==> src/include/dcache_params.svh <==
// Size and address layout constants of the 4-way data cache.
// Included by the package, the RTL blocks that size memories and the testbench.
// 20-bit byte address: tag in 19..10, set index in 9..2, byte in 1..0.

`ifndef DCACHE_PARAMS_SVH
`define DCACHE_PARAMS_SVH

`define DC_WAYS      4                          // associativity
`define DC_SETS      256                        // sets per way
`define DC_WORD_W    32                         // one word per line
`define DC_ADDR_W    20                         // used byte address bits
`define DC_INDEX_W   8                          // log2 of DC_SETS
`define DC_TAG_W     10                         // addr bits above the index
`define DC_AGE_W     2                          // lru age per way
`define DC_WAY_W     2                          // log2 of DC_WAYS
`define DC_OFF_W     2                          // byte offset in the word
`define DC_INDEX_LSB `DC_OFF_W                  // index starts above the offset
`define DC_TAG_LSB   (`DC_OFF_W + `DC_INDEX_W)  // tag starts above the index

`endif

==> src/dcache_pkg.sv <==
// Types shared by the data cache blocks and its testbench.
// Widths come from the params header; structs carry the
// lookup result and the tag and data write requests.

`include "dcache_params.svh"

package dcache_pkg;

  typedef logic [`DC_ADDR_W-1:0]          addr_t;
  typedef logic [`DC_TAG_W-1:0]           tag_t;
  typedef logic [`DC_INDEX_W-1:0]         index_t;
  typedef logic [`DC_WORD_W-1:0]          word_t;
  typedef logic [`DC_WAY_W-1:0]           way_t;
  typedef logic [`DC_AGE_W-1:0]           age_t;
  typedef logic [`DC_WORD_W/8-1:0]        byte_en_t;    // bit n enables byte lane n
  typedef logic [1:0]                     store_size_t; // 0 byte, 1 half, 2 word, 3 illegal
  typedef logic [`DC_WAYS*`DC_WORD_W-1:0] way_words_t;  // way n at bits n*32 +: 32

  typedef enum logic [1:0] {IDLE, LOOKUP, FETCH} dc_state_t;

  typedef struct packed {
    logic hit;         // some valid way matches the tag
    way_t hit_way;     // lowest matching way
    logic has_free;    // some way invalid
    way_t free_way;    // lowest invalid way
    way_t victim_way;  // lowest way of max age
  } lookup_t;

  typedef struct packed {logic en; way_t way; index_t index; tag_t tag;} tag_upd_t;

  typedef struct packed {logic en; way_t way; index_t index; byte_en_t byte_en; word_t data;} data_wr_t;

endpackage

==> src/dcache_ctrl.sv <==
// Controller of the data cache: accepts one request in IDLE, judges hit or
// miss in LOOKUP and waits in FETCH for the word from the SPI side.
// Drives the array reads, tag and data updates and all CPU-side outputs.
// Store data is expected already placed in its byte lanes.

`timescale 1ns/1ps

`include "dcache_params.svh"

module dcache_ctrl (
  input  logic                    CLK,
  input  logic                    resetn,
  input  logic                    read_en,
  input  logic                    write_en,
  input  logic                    fetch,
  input  dcache_pkg::addr_t       mem_addr,
  input  dcache_pkg::word_t       write_data_cpu,
  input  dcache_pkg::word_t       write_data_spi,
  input  dcache_pkg::store_size_t store_size,
  input  dcache_pkg::lookup_t     lookup,
  input  dcache_pkg::way_words_t  way_words,
  output logic                    rd_en,
  output dcache_pkg::index_t      rd_index,
  output dcache_pkg::tag_t        lookup_tag,
  output dcache_pkg::tag_upd_t    upd,
  output dcache_pkg::data_wr_t    wr,
  output logic                    cache_miss,
  output logic                    rdata_valid,
  output logic                    write_ready,
  output dcache_pkg::word_t       rdata_out
);
  import dcache_pkg::*;

  dc_state_t   state_q, state_d;
  logic        is_read_q;   // captured request kind
  addr_t       addr_q;      // captured request payload
  store_size_t size_q;
  word_t       wdata_q;
  logic        accept;
  byte_en_t    store_be;
  word_t       hit_word;
  way_t        fill_way;

  assign accept     = (state_q == IDLE) && (read_en || write_en);
  assign rd_en      = accept;                                  // both arrays read at accept
  assign rd_index   = mem_addr[`DC_INDEX_LSB +: `DC_INDEX_W];
  assign lookup_tag = addr_q[`DC_TAG_LSB +: `DC_TAG_W];
  assign hit_word   = way_words[lookup.hit_way*`DC_WORD_W +: `DC_WORD_W];
  assign fill_way   = lookup.has_free ? lookup.free_way : lookup.victim_way;

  always_ff @(posedge CLK or negedge resetn) begin
    if (!resetn) begin
      state_q   <= IDLE;
      is_read_q <= 1'b0;
    end else begin
      state_q <= state_d;
      if (accept) begin
        is_read_q <= read_en;                                  // read wins over store
      end
    end
  end

  always_ff @(posedge CLK) begin
    if (accept) begin
      addr_q  <= mem_addr;
      size_q  <= store_size;
      wdata_q <= write_data_cpu;
    end
  end

  // store lanes, empty when misaligned or size 3
  always_comb begin
    store_be = '0;
    case (size_q)
      2'd0: store_be = byte_en_t'(4'b0001 << addr_q[1:0]);
      2'd1: if (!addr_q[0]) store_be = addr_q[1] ? 4'b1100 : 4'b0011;
      2'd2: if (addr_q[1:0] == 2'b00) store_be = 4'b1111;
      default: store_be = '0;
    endcase
  end

  always_comb begin
    state_d     = state_q;
    cache_miss  = 1'b0;
    rdata_valid = 1'b0;
    write_ready = 1'b0;
    rdata_out   = hit_word;
    upd         = '0;
    upd.index   = addr_q[`DC_INDEX_LSB +: `DC_INDEX_W];
    upd.tag     = lookup_tag;
    wr          = '0;
    wr.index    = addr_q[`DC_INDEX_LSB +: `DC_INDEX_W];
    wr.byte_en  = store_be;
    wr.data     = wdata_q;
    case (state_q)
      IDLE: if (accept) state_d = LOOKUP;
      LOOKUP: begin
        state_d = IDLE;
        if (is_read_q && lookup.hit) begin
          rdata_valid = 1'b1;
          upd.en      = 1'b1;                                  // refresh lru only
          upd.way     = lookup.hit_way;
        end else if (!is_read_q && (store_be == '0)) begin
          write_ready = 1'b1;                                  // bad store, nothing written
        end else if (!is_read_q && lookup.hit) begin
          write_ready = 1'b1;
          upd.en      = 1'b1;
          upd.way     = lookup.hit_way;
          wr.en       = 1'b1;
          wr.way      = lookup.hit_way;
        end else if (!is_read_q && (store_be == '1) && lookup.has_free) begin
          write_ready = 1'b1;                                  // allocate without miss
          upd.en      = 1'b1;
          upd.way     = lookup.free_way;
          wr.en       = 1'b1;
          wr.way      = lookup.free_way;
        end else begin
          cache_miss = 1'b1;
          state_d    = FETCH;
        end
      end
      FETCH: begin
        cache_miss = !fetch;                                   // held until the strobe
        rdata_out  = write_data_spi;
        if (fetch) begin
          state_d     = IDLE;
          rdata_valid = is_read_q;
          upd.en      = 1'b1;
          upd.way     = fill_way;
          wr.en       = 1'b1;
          wr.way      = fill_way;
          wr.byte_en  = '1;                                    // whole line from spi
          wr.data     = write_data_spi;
        end
      end
      default: state_d = IDLE;
    endcase
  end

endmodule

==> config.mk <==
export PLATFORM = sky130hd
export DESIGN_NAME = dcache_ctrl
export DESIGN_NICKNAME = d
export VERILOG_FILES = /design/src/dcache_pkg.sv /design/src/dcache_ctrl.sv
export VERILOG_INCLUDE_DIRS = /design/src /design/src/include
export SDC_FILE = /design/constraint.sdc
export NUM_CORES = 1
export LEC_CHECK = 0
export ABC_AREA = 1
export BUFFER_PORTS_ARGS = -buffer_cell sky130_fd_sc_hd__buf_2
export CELL_PAD_IN_SITES_DETAIL_PLACEMENT = 0
export CELL_PAD_IN_SITES_GLOBAL_PLACEMENT = 1
export CORE_MARGIN = 3
export CORE_UTILIZATION = 25
export DETAILED_ROUTE_END_ITERATION = 10
export GPL_TIMING_DRIVEN = 1
export PLACE_DENSITY_LB_ADDON = 0.1
export SYNTH_ARGS = -nofsm -noshare
export SYNTH_HDL_FRONTEND = slang
export SYNTH_SLANG_ARGS = --single-unit
==> constraint.sdc <==
create_clock -name CLK -period 2.63 [get_ports CLK]
set_input_delay 0.3945 -clock CLK [delete_from_list [all_inputs] [get_ports CLK]]
set_output_delay 0.3945 -clock CLK [all_outputs]
set_load 0.005 [all_outputs]
# After elaboration in Yosys (flattened, before gate mapping)
# Cells that the tools add are included.
# word_totals
regBits,57
latch_bits,0
ramBits,0
romBits,0
in_bits,227
out_inout_bits,122
wordCells,64
n_memories,0
# classes
add_sub_neg,0
multipliers,0
div_mod_pow,0
n_lt_le_gt_ge,0
n_eq_ne,7
shift,2
mux,36
bitwise_logic,0
n_reduce_logical,14
# op_table
op,n
indexed part select 128 x 8 -> 32 bit,1
2-to-1 mux 36 bit,2
2-to-1 mux 32 bit,1
2-to-1 mux 3 bit,6
2-to-1 mux 2 bit,7
2-to-1 mux 4 bit,3
case mux 3 bit (2 select lines),2
case mux 4 bit (3 select lines),1
2-to-1 mux 1 bit,11
logical AND 1 bit,6
logical NOT 2 bit,3
case mux 2 bit (3 select lines),1
equality test 2 x 1 -> 1 bit (second input constant),2
equality test 2 bit (second input constant),2
equality test 4 bit (second input constant),1
logical NOT 4 bit,1
!= test 2 bit (second input constant),2
case mux 1 bit (2 select lines),2
<< shifter 1 x 2 -> 4 bit (first input constant),1
logical NOT 1 bit,2
AND reduction 2 bit,1
logical OR 1 bit,1

# Longest topological paths before layout
# Gate-level depths: netlist of the first run.
# depth
ltp_word,11
mapped_depth,10
depth_no_buf,10

# Worst setup path after synthesis of the first run
# Ideal clock, no wire load.
# synth_timing
path_kind,register -> register
from,register state_q[0]
to,register addr_q[0] (enable)
arrival_time_ps,1782
required_ps,2220
slack_ps,439
stages_incl_launch_ff,5
cell_sequence,dfrtp_1 inv_1 ha_1 nand2_1 inv_1
# synth_between
elab_chain_len,2
# synth_rtl
item,line,rtl
start: declaration,dcache_ctrl.sv:34,"dc_state_t state_q, state_d;"
start signal: assignment,dcache_ctrl.sv:56,state_q <= state_d;
logical NOT 2 bit,dcache_ctrl.sv:44,assign accept = (state_q == IDLE) && (read_en || write_en);
logical AND 1 bit,dcache_ctrl.sv:44,
via rd_en,dcache_ctrl.sv:22,"output logic rd_en,"
end signal: assignment,dcache_ctrl.sv:65,addr_q <= mem_addr;
end: declaration,dcache_ctrl.sv:36,addr_t addr_q;
# The timed path passes the listed nets, and every way through them passes these cells.
# A chain may end at the register's enable or synchronous reset.

==> impl_metrics.csv, run 1 <==
group,metric,value,unit
outcome,outcome,"finished clean",
yosys,ys.warnings.count,0,
die,core,16100,µm²
die,dieArea,18300,µm²
die,start_util,0.259,
setup_path,cp-start-kind,"flop",
setup_path,r2r-start,"state_q[0]$_DFFE_PN0P_",
sta,timing.setup.tns,0,ps
power,p_leak,3.21,nW
drt,drtPass1Iterations,5,
yosys,yosysUniqueCellTypes,21,
power,peakVddDrop,0.688,mV
sta,setup_viol,0,
sta,slew_viol_final,0,
clock_tree,cts_tree,"done",
clock_tree,clk_pin_slew_worst_paths,50,ps
yosys,ys_ff_latch,57,
placement,dpl_worst_slack,354,ps
clock_tree,clock-root-buffer,"clkbuf_16",
setup_path,crit_type,"reg -> out",
yosys,ys_seq_area_frac,0.406,
final_layout,area_growth,44.5,%
sta,timing.slew.headroom,0.695,
global_routing,gr-total-overflow,0,
sta,fin_skew,7.09,ps
yosys,yosys.area.top_type,"edfxtp_1",
drt,routedWlPerCell,16.9,µm
clock_tree,cts_buffers,9,
final_layout,fill_cells,1764,
die,fp.dieH,135,µm
sta,worstMarginPinSlew,456,ps
sta,finalHoldViolCount,0,
drt,ant_nets,0,
clock_tree,cts_max_level,3,
sta,finalWorstSetupSlack,346,ps
setup_path,crit_start,"size_q[1]$_DFFE_PP_",
drt,route.detailed.drc,0,
final_layout,fin_util,0.375,
global_routing,grt_use_total,0.185,
power,powerDensity,751,nW/µm²
clock_tree,cts-resized-gates,0,
global_routing,grt_pass1_wl,26.0,mm
placement,place_hpwl,15.3,mm
setup_path,worstPathRequired,2240,ps
run,maxCapViolations,0,
global_routing,grt_max_degree,67,
global_routing,first_global_vias,4535,
placement,place_congestion,0.862,
sta,rsz0062_at_grt,"no",
drt,viasPerCell,4.52,
yosys,postSynthAreaPerCell,7.52,µm²
yosys,syn_nets,786,
clock_tree,insertion_delay,310,ps
drt,drt-initial-drc-count,231,
placement,numPortBuffers,348,
die,io_pins,349,
clock_tree,clock_sinks,57,
clock_tree,cts_max_path_buffers,2,
hold_path,hp-class,"in -> reg",
sta,period_minus_slack,2280,ps
global_routing,antenna_found_initial,1,
final_layout,final_net_count,1077,
yosys,yosys-top-cells-area,"edfxtp_1 (39%), o21ai_0 (11%), nor2_1 (9.8%)",
setup_path,cp.arrival,1890,ps
die,die_x,135,µm
final_layout,multiInputGateArea,1720,µm²
drt,vias,4823,
final_layout,antenna_cells,0,
setup_path,end_kind,"primary output",
final_layout,final_cells,1068,
setup_path,critPathMaxFanout,5,
drt,routed_wl,18.1,mm
die,row_count,46,
final_layout,final_common_cell,"buf_2",
hold_path,min_from,"mem_addr[11]",
final_layout,drive_above_1_share,0.440,
yosys,netlist_area,4180,µm²
yosys,synthCells,556,
final_layout,regArea,1700,µm²
sta,max_freq,438,MHz
sta,post-route-period-util,0.868,
yosys,synth_top_area_share,0.388,
final_layout,final_cell_mix,"buf_2 (348), nor2_1 (109), nand2_1 (94), o21ai_0 (88), edfxtp_1 (54)",
placement,place_inst,1051,
report_power, final:
part           internal [mW]  total [mW]  switching (mW)
combinational          0.864        2.09            1.23
clock                  0.627       0.988           0.361
sequential              1.35        1.46           0.108
total                   2.84        4.54            1.70
what timing repair did:
action	4_1_cts	5_1_grt
buffers inserted	0	0
hold buffers	1	0
endpoints found under the hold margin	3	0
layout make-up:
type | count | share of cell area
Timing Repair Buffer | 359 | 0.313
Clock inverter | 4 | 0.00331
Inverter | 56 | 0.0352
Sequential cell | 57 | 0.281
Multi-Input combinational cell | 364 | 0.284
Tap cell | 216 | 0.0447
Clock buffer | 12 | 0.0391
per-stage QoR:
step                      power [mW]  area, µm²  hold slack, ps
after global placement          3.61       5780             195
after detailed placement        3.60       5780             196
final                           4.54       6040             252
after global routing            4.90       6040             236
after floorplan                 2.67       4180            98.9
after CTS                       4.62       6040             237
kinds of logic after synthesis:
| kind of cell | synth area share |
|---|---|
| flops | 0.406 |
| simple gates | 0.200 |
| buf+inv | 0.184 |
| fa+ha+maj | 0.00898 |
| compound gates | 0.201 |
cell usage after synthesis (all sizes together):
| master | number |
|---|---|
| nand3 | 12 |
| edfxtp | 54 |
| nor3 | 1 |
| nor2 | 109 |
| inv | 56 |
| a21oi | 8 |
| o21ai | 104 |
| nand2 | 95 |
| dfrtp | 3 |
| buf | 62 |
| clkbuf | 17 |
| ha | 3 |
| o32ai | 32 |
state kept, by name, indices dropped and copies added (netlist names):
| signal | count |
|---|---|
| addr_q | 20 |
| is_read_q | 1 |
| state_q | 2 |
| size_q | 2 |
| wdata_q | 32 |
layer usage:
metal	GRT usage	up-vias	wire, µm
met5	0	-	13
met1	0.242	2157	7680
met4	0.0454	2	200
met3	0.0420	16	1640
li1	-	2399	-
met2	0.311	249	8570
critical path, stage by stage (launching register included):
cell	delay, ps
edfxtp_1	450
inv_2	100
nor2_1	50
nand2_1	120
nand2_1	70
nor2_1	160
nand3_2	170
nand3_1	110
nand2_1	60
nand2_1	80
nand2_1	70
buf_2	130
final timing paths:
check	slack [ps]	end	cells past startpoint
setup / recovery	350	upd[18]	11
max in group asynchronous	2100	is_read_q$_DFFE_PN0P_	2
hold reg to reg	530	state_q[0]$_DFFE_PN0P_	2
min in group asynchronous	420	state_q[1]$_DFFE_PN0P_	2
hold / removal	250	addr_q[11]$_DFFE_PP_	1
setup reg to reg	940	wdata_q[3]$_DFFE_PP_	5
Power figures use the tool's default switching activity.
==> inputs of run 2 (changes only) <==
BUFFER_PORTS_ARGS = -buffer_cell sky130_fd_sc_hd__buf_4   (was -buffer_cell sky130_fd_sc_hd__buf_2)
CTS_BUF_LIST = sky130_fd_sc_hd__clkbuf_4 sky130_fd_sc_hd__clkbuf_8 sky130_fd_sc_hd__clkbuf_16   (was default)
==> run 2 against run 1 <==
Effect of this change:
- clock-buffer cell count shrank 1
- setup slack lost 72 ps
- non-clock buffer count shrank 4
- combinational power grew 19%
- wire length grew 3.3%
- die area is the same
- first-iteration DRC count grew 20%
- global-route usage grew 0.58 points
- sequential cell count is the same
- utilization grew 5.6 points
==> impl_metrics.csv, run 2 (synthesis results as in run 1) <==
group,metric,value,unit
outcome,outcome,"finished clean",
die,fp.dieH,135,µm
die,io_pins,349,
setup_path,path_cells,"inv_1, ha_1, nand2_2, buf_12, o21ai_0, buf_4",
final_layout,largest-register,"wdata_q",
clock_tree,cts_buffers,9,
clock_tree,clk_pin_slew_worst_paths,50,ps
sta,post-route-period-util,0.896,
final_layout,reg_top3,"wdata_q: 32 flops, addr_q: 20 flops",
setup_path,r2r-start,"state_q[0]$_DFFE_PN0P_",
global_routing,gr-total-overflow,0,
sta,fin_skew,4.35,ps
power,p_leak,3.52,nW
die,row_count,46,
run,maxCapViolations,0,
placement,place_congestion,0.860,
sta,timing.setup.tns,0,ps
final_layout,final_net_count,1073,
drt,routed_wl,18.7,mm
final_layout,final_common_cell,"buf_4",
setup_path,crit_type,"reg -> out",
setup_path,end_kind,"primary output",
final_layout,fin_area,6940,µm²
setup_path,critPathSlowestCell,"dfrtp_1",
global_routing,first_global_vias,4721,
global_routing,grt_use_total,0.191,
setup_path,critPathTopFamily,"buffers and inverters",
sta,timing.slew.headroom,0.606,
power,peakVddDrop,0.519,mV
sta,worstMarginPinSlew,591,ps
setup_path,critPathMaxFanout,46,
drt,routedWlPerCell,17.6,µm
global_routing,grt_pass1_wl,26.8,mm
drt,viasPerCell,4.53,
drt,drt-initial-drc-count,278,
final_layout,largest_reg_flops,32,
clock_tree,insertion_delay,320,ps
die,core,16100,µm²
placement,numPortBuffers,348,
placement,placed_area,6620,µm²
global_routing,antenna_found_initial,1,
die,die_x,135,µm
setup_path,critical_path_buf_inv_count,3,
setup_path,worstPathRequired,2240,ps
sta,setup_viol,0,
hold_path,hp-class,"in -> reg",
placement,place_hpwl,15.5,mm
setup_path,max_stage_delay,390,ps
drt,route.detailed.drc,0,
drt,drtPass1Iterations,5,
clock_tree,cts_max_path_buffers,2,
setup_path,cp-start-kind,"flop",
setup_path,cp.arrival,1960,ps
clock_tree,cts-resized-gates,0,
sta,period_minus_slack,2360,ps
clock_tree,clock_sinks,57,
setup_path,crit_start,"state_q[0]$_DFFE_PN0P_",
sta,slew_viol_final,0,
clock_tree,clock-root-buffer,"clkbuf_16",
final_layout,area_growth,66.0,%
sta,max_freq,424,MHz
final_layout,fill_cells,1700,
die,dieArea,18300,µm²
sta,finalHoldViolCount,0,
drt,ant_nets,0,
clock_tree,cts_max_level,3,
sta,whs,248,ps
final_layout,drive_above_1_share,0.442,
power,powerDensity,744,nW/µm²
die,start_util,0.259,
clock_tree,cts_tree,"done",
final_layout,final_cell_mix,"buf_4 (349), nor2_1 (109), nand2_1 (94), o21ai_0 (88), edfxtp_1 (54)",
drt,vias,4816,
sta,rsz0062_at_grt,"no",
global_routing,grt_max_degree,67,
hold_path,min_from,"write_data_cpu[14]",
[run 2: cell count changes in the layout (fill, tap and decap cells not counted)]
| cell | before | now |
|---|---|---|
| buf_2 | 348 | 0 |
| buf_4 | 5 | 349 |
| bufinv_16 | 0 | 2 |
| clkbuf_1 | 3 | 0 |
| clkbuf_4 | 0 | 2 |
| clkinv_1 | 2 | 1 |
| clkinvlp_4 | 1 | 0 |
| diode_2 | 0 | 1 |
[run 2: routing by layer]
metal  GRT usage  share of wire
met3      0.0490          0.087
met1       0.241           0.42
met2       0.324           0.48
met4      0.0543          0.018
met5           0              0
[run 2: path summary, 6_finish.rpt]
kind	endpoint	slack, ps	cells after the start
setup / recovery	wr[19]	270	6
hold / removal	wdata_q[14]$_DFFE_PP_	250	1
setup reg to reg	wdata_q[8]$_DFFE_PP_	900	5
hold reg to reg	state_q[0]$_DFFE_PN0P_	530	2
max in group asynchronous	is_read_q$_DFFE_PN0P_	2110	2
min in group asynchronous	state_q[1]$_DFFE_PN0P_	430	2
[run 2: per-stage QoR]
| step | util | instances | total power, mW | worst slack, ps |
|---|---|---|---|---|
| 2_1_floorplan | - | 556 | 2.67 | 439 |
| 3_3_place_gp | 0.411 | 1047 | 4.01 | 488 |
| 3_5_place_dp | 0.411 | 1047 | 4.01 | 475 |
| 4_1_cts | 0.430 | 1063 | 5.26 | 246 |
| 5_1_grt | 0.431 | 1064 | 5.52 | 47.8 |
| 6_report | 0.431 | 1064 | 5.16 | 274 |
[run 2: what timing repair did]
item	4_1_cts	5_1_grt
setup buffers	0	0
hold buffers	1	0
hold endpoints to repair	3	0
[run 2: area by class of cell]
type	instances	area (µm²)	area share
timing repair buffer	355	2730	0.394
multi-input combinational	364	1720	0.247
sequential	57	1700	0.245
tap	216	270	0.0390
clock buffer	11	240	0.0346
inverter	56	213	0.0307
clock inverter	4	68.8	0.00992
antenna	1	2.50	0.000361
[run 2: power by group]
| group | total [mW] | internal (mW) | switching (mW) |
|---|---|---|---|
| logic | 2.49 | 1.24 | 1.25 |
| clock network | 1.21 | 0.838 | 0.368 |
| registers | 1.47 | 1.35 | 0.117 |
| total | 5.16 | 3.43 | 1.74 |
==> inputs of run 3 (changes only) <==
clock period = 2.5 ns   (was 2.63 ns; I/O delays follow)
==> run 3 against run 2 <==
Effect of this change:
- clock-buffer cell count decreased by 1
- die area did not move
- combinational power is 5% higher
- first-iteration DRC count decreased by 6.5%
- register-to-register slack worse by 120 ps
- sequential share of layout area grew 0.19 points
- highest routed layer unchanged
- clock power fell by 14%
==> impl_metrics.csv, run 3 (synthesis results as in run 1) <==
group,metric,value,unit
clock_tree,clk_pin_slew_worst_paths,50,ps
sta,finalHoldViolCount,0,
final_layout,final_cell_mix,"buf_4 (352), nor2_1 (109), nand2_1 (94), o21ai_0 (88), edfxtp_1 (54)",
setup_path,worstReg2RegEnd,"size_q[1]$_DFFE_PP_",
die,io_pins,349,
drt,routed_wl,18.5,mm
sta,max_freq,439,MHz
final_layout,final_cells,1065,
global_routing,first_global_vias,4605,
outcome,outcome,"finished clean",
drt,viasPerCell,4.55,
clock_tree,insertion_delay,320,ps
sta,timing.setup.tns,0,ps
setup_path,crit_type,"reg -> out",
setup_path,crit_end,"upd[19]",
hold_path,hp-class,"in -> reg",
setup_path,cp-start-kind,"flop",
drt,drt-initial-drc-count,260,
die,row_count,46,
die,dieArea,18300,µm²
power,total_power,5.20,mW
global_routing,gr-total-overflow,0,
placement,place_inst,1049,
global_routing,grt_max_degree,67,
final_layout,antenna_cells,0,
global_routing,grt_use_total,0.190,
sta,timing.slew.headroom,0.619,
final_layout,final_common_cell,"buf_4",
setup_path,critPathMaxFanout,5,
die,fp.dieH,135,µm
final_layout,area_growth,64.7,%
final_layout,fill_cells,1728,
global_routing,antenna_found_initial,0,
final_layout,largest_reg_flops,32,
setup_path,r2r_setup_slack,780,ps
setup_path,worstPathRequired,2120,ps
setup_path,worstRegToRegCells,5,
drt,vias,4843,
drt,drtPass1Iterations,5,
sta,post-route-period-util,0.910,
setup_path,cp.arrival,1900,ps
power,peakVddDrop,0.602,mV
final_layout,largest-register,"wdata_q",
die,start_util,0.259,
placement,numPortBuffers,348,
sta,fin_skew,2.51,ps
clock_tree,cts_buffers,9,
clock_tree,clock-root-buffer,"clkbuf_16",
setup_path,r2r-start,"state_q[0]$_DFFE_PN0P_",
sta,period_minus_slack,2280,ps
clock_tree,cts_tree,"done",
clock_tree,clock_sinks,57,
sta,whs,230,ps
sta,worstMarginPinSlew,572,ps
hold_path,hold_path_depth,1,
drt,route.detailed.drc,0,
run,maxCapViolations,0,
sta,setup_viol,0,
drt,routedWlPerCell,17.4,µm
placement,place_hpwl,15.6,mm
power,powerDensity,756,nW/µm²
clock_tree,cts_max_level,3,
sta,slew_viol_final,0,
final_layout,drive_above_1_share,0.443,
final_layout,fin_util,0.427,
final_layout,final_net_count,1075,
die,die_x,135,µm
sta,rsz0062_at_grt,"no",
global_routing,grt_pass1_wl,26.5,mm
setup_path,crit_start,"size_q[1]$_DFFE_PP_",
drt,ant_nets,0,
setup_path,end_kind,"primary output",
placement,place_congestion,0.900,
final_layout,reg_top3,"wdata_q: 32 flops, addr_q: 20 flops",
clock_tree,cts_max_path_buffers,2,
power,p_leak,3.50,nW
clock_tree,post_cts_buffers,0,
die,core,16100,µm²
## run 3: what timing repair did
action                                 CTS  global route
resized for setup                        0             0
endpoints found under the hold margin    3             0
hold buffers                             1             0
## run 3: cell type report
cell class,instances,area [µm²],share of cell area
Clock buffer,10,233,0.0338
Clock inverter,5,23.8,0.00345
Inverter,56,213,0.0309
Multi-Input combinational cell,364,1720,0.249
Sequential cell,57,1700,0.246
Tap cell,216,270,0.0393
Timing Repair Buffer,357,2730,0.397
## run 3: metrics by stage
stage | cell area (µm²) | worst slack (ps)
after global routing | 6890 | 17.8
after detailed placement | 6620 | 472
after CTS | 6890 | 208
after floorplan | 4180 | 309
final | 6890 | 224
after global placement | 6620 | 474
## run 3: how the worst min path moves through the flow
stage	start	end	slack (ps)
2_1_floorplan	resetn	is_read_q$_DFFE_PN0P_	80
3_3_place_gp	resetn	is_read_q$_DFFE_PN0P_	170
3_5_place_dp	resetn	state_q[0]$_DFFE_PN0P_	170
4_1_cts	write_data_cpu[3]	wdata_q[3]$_DFFE_PP_	210
5_1_grt	write_data_cpu[25]	wdata_q[25]$_DFFE_PP_	210
6_report	write_data_cpu[10]	wdata_q[10]$_DFFE_PP_	230
## run 3: worst max-delay path, cell delays in order, from the launching register on
cell and delay [ps]:
edfxtp_1 450, inv_2 100, nor2_1 40, nand2_1 120, nand2_1 70, nor2_1 180
nand3_2 190, nand2_1 120, nand2_1 50, nand2_1 80, nand2_1 60, buf_4 130
## run 3: report_power, final
group / total, mW / leakage, nW / internal (mW) / switching (mW)
registers: 1.54 / 0.556 / 1.42 / 0.119
clock network: 1.04 / 0.133 / 0.661 / 0.380
logic: 2.62 / 2.81 / 1.29 / 1.33
## run 3: layer usage
metal	vias to the layer above	share of wire	GRT usage	routed length, µm
met4	0	0.025	0.0605	459
met5	-	0	0	0
li1	2394	-	-	-
met3	25	0.092	0.0542	1710
met2	249	0.48	0.317	8840
met1	2175	0.41	0.237	7520
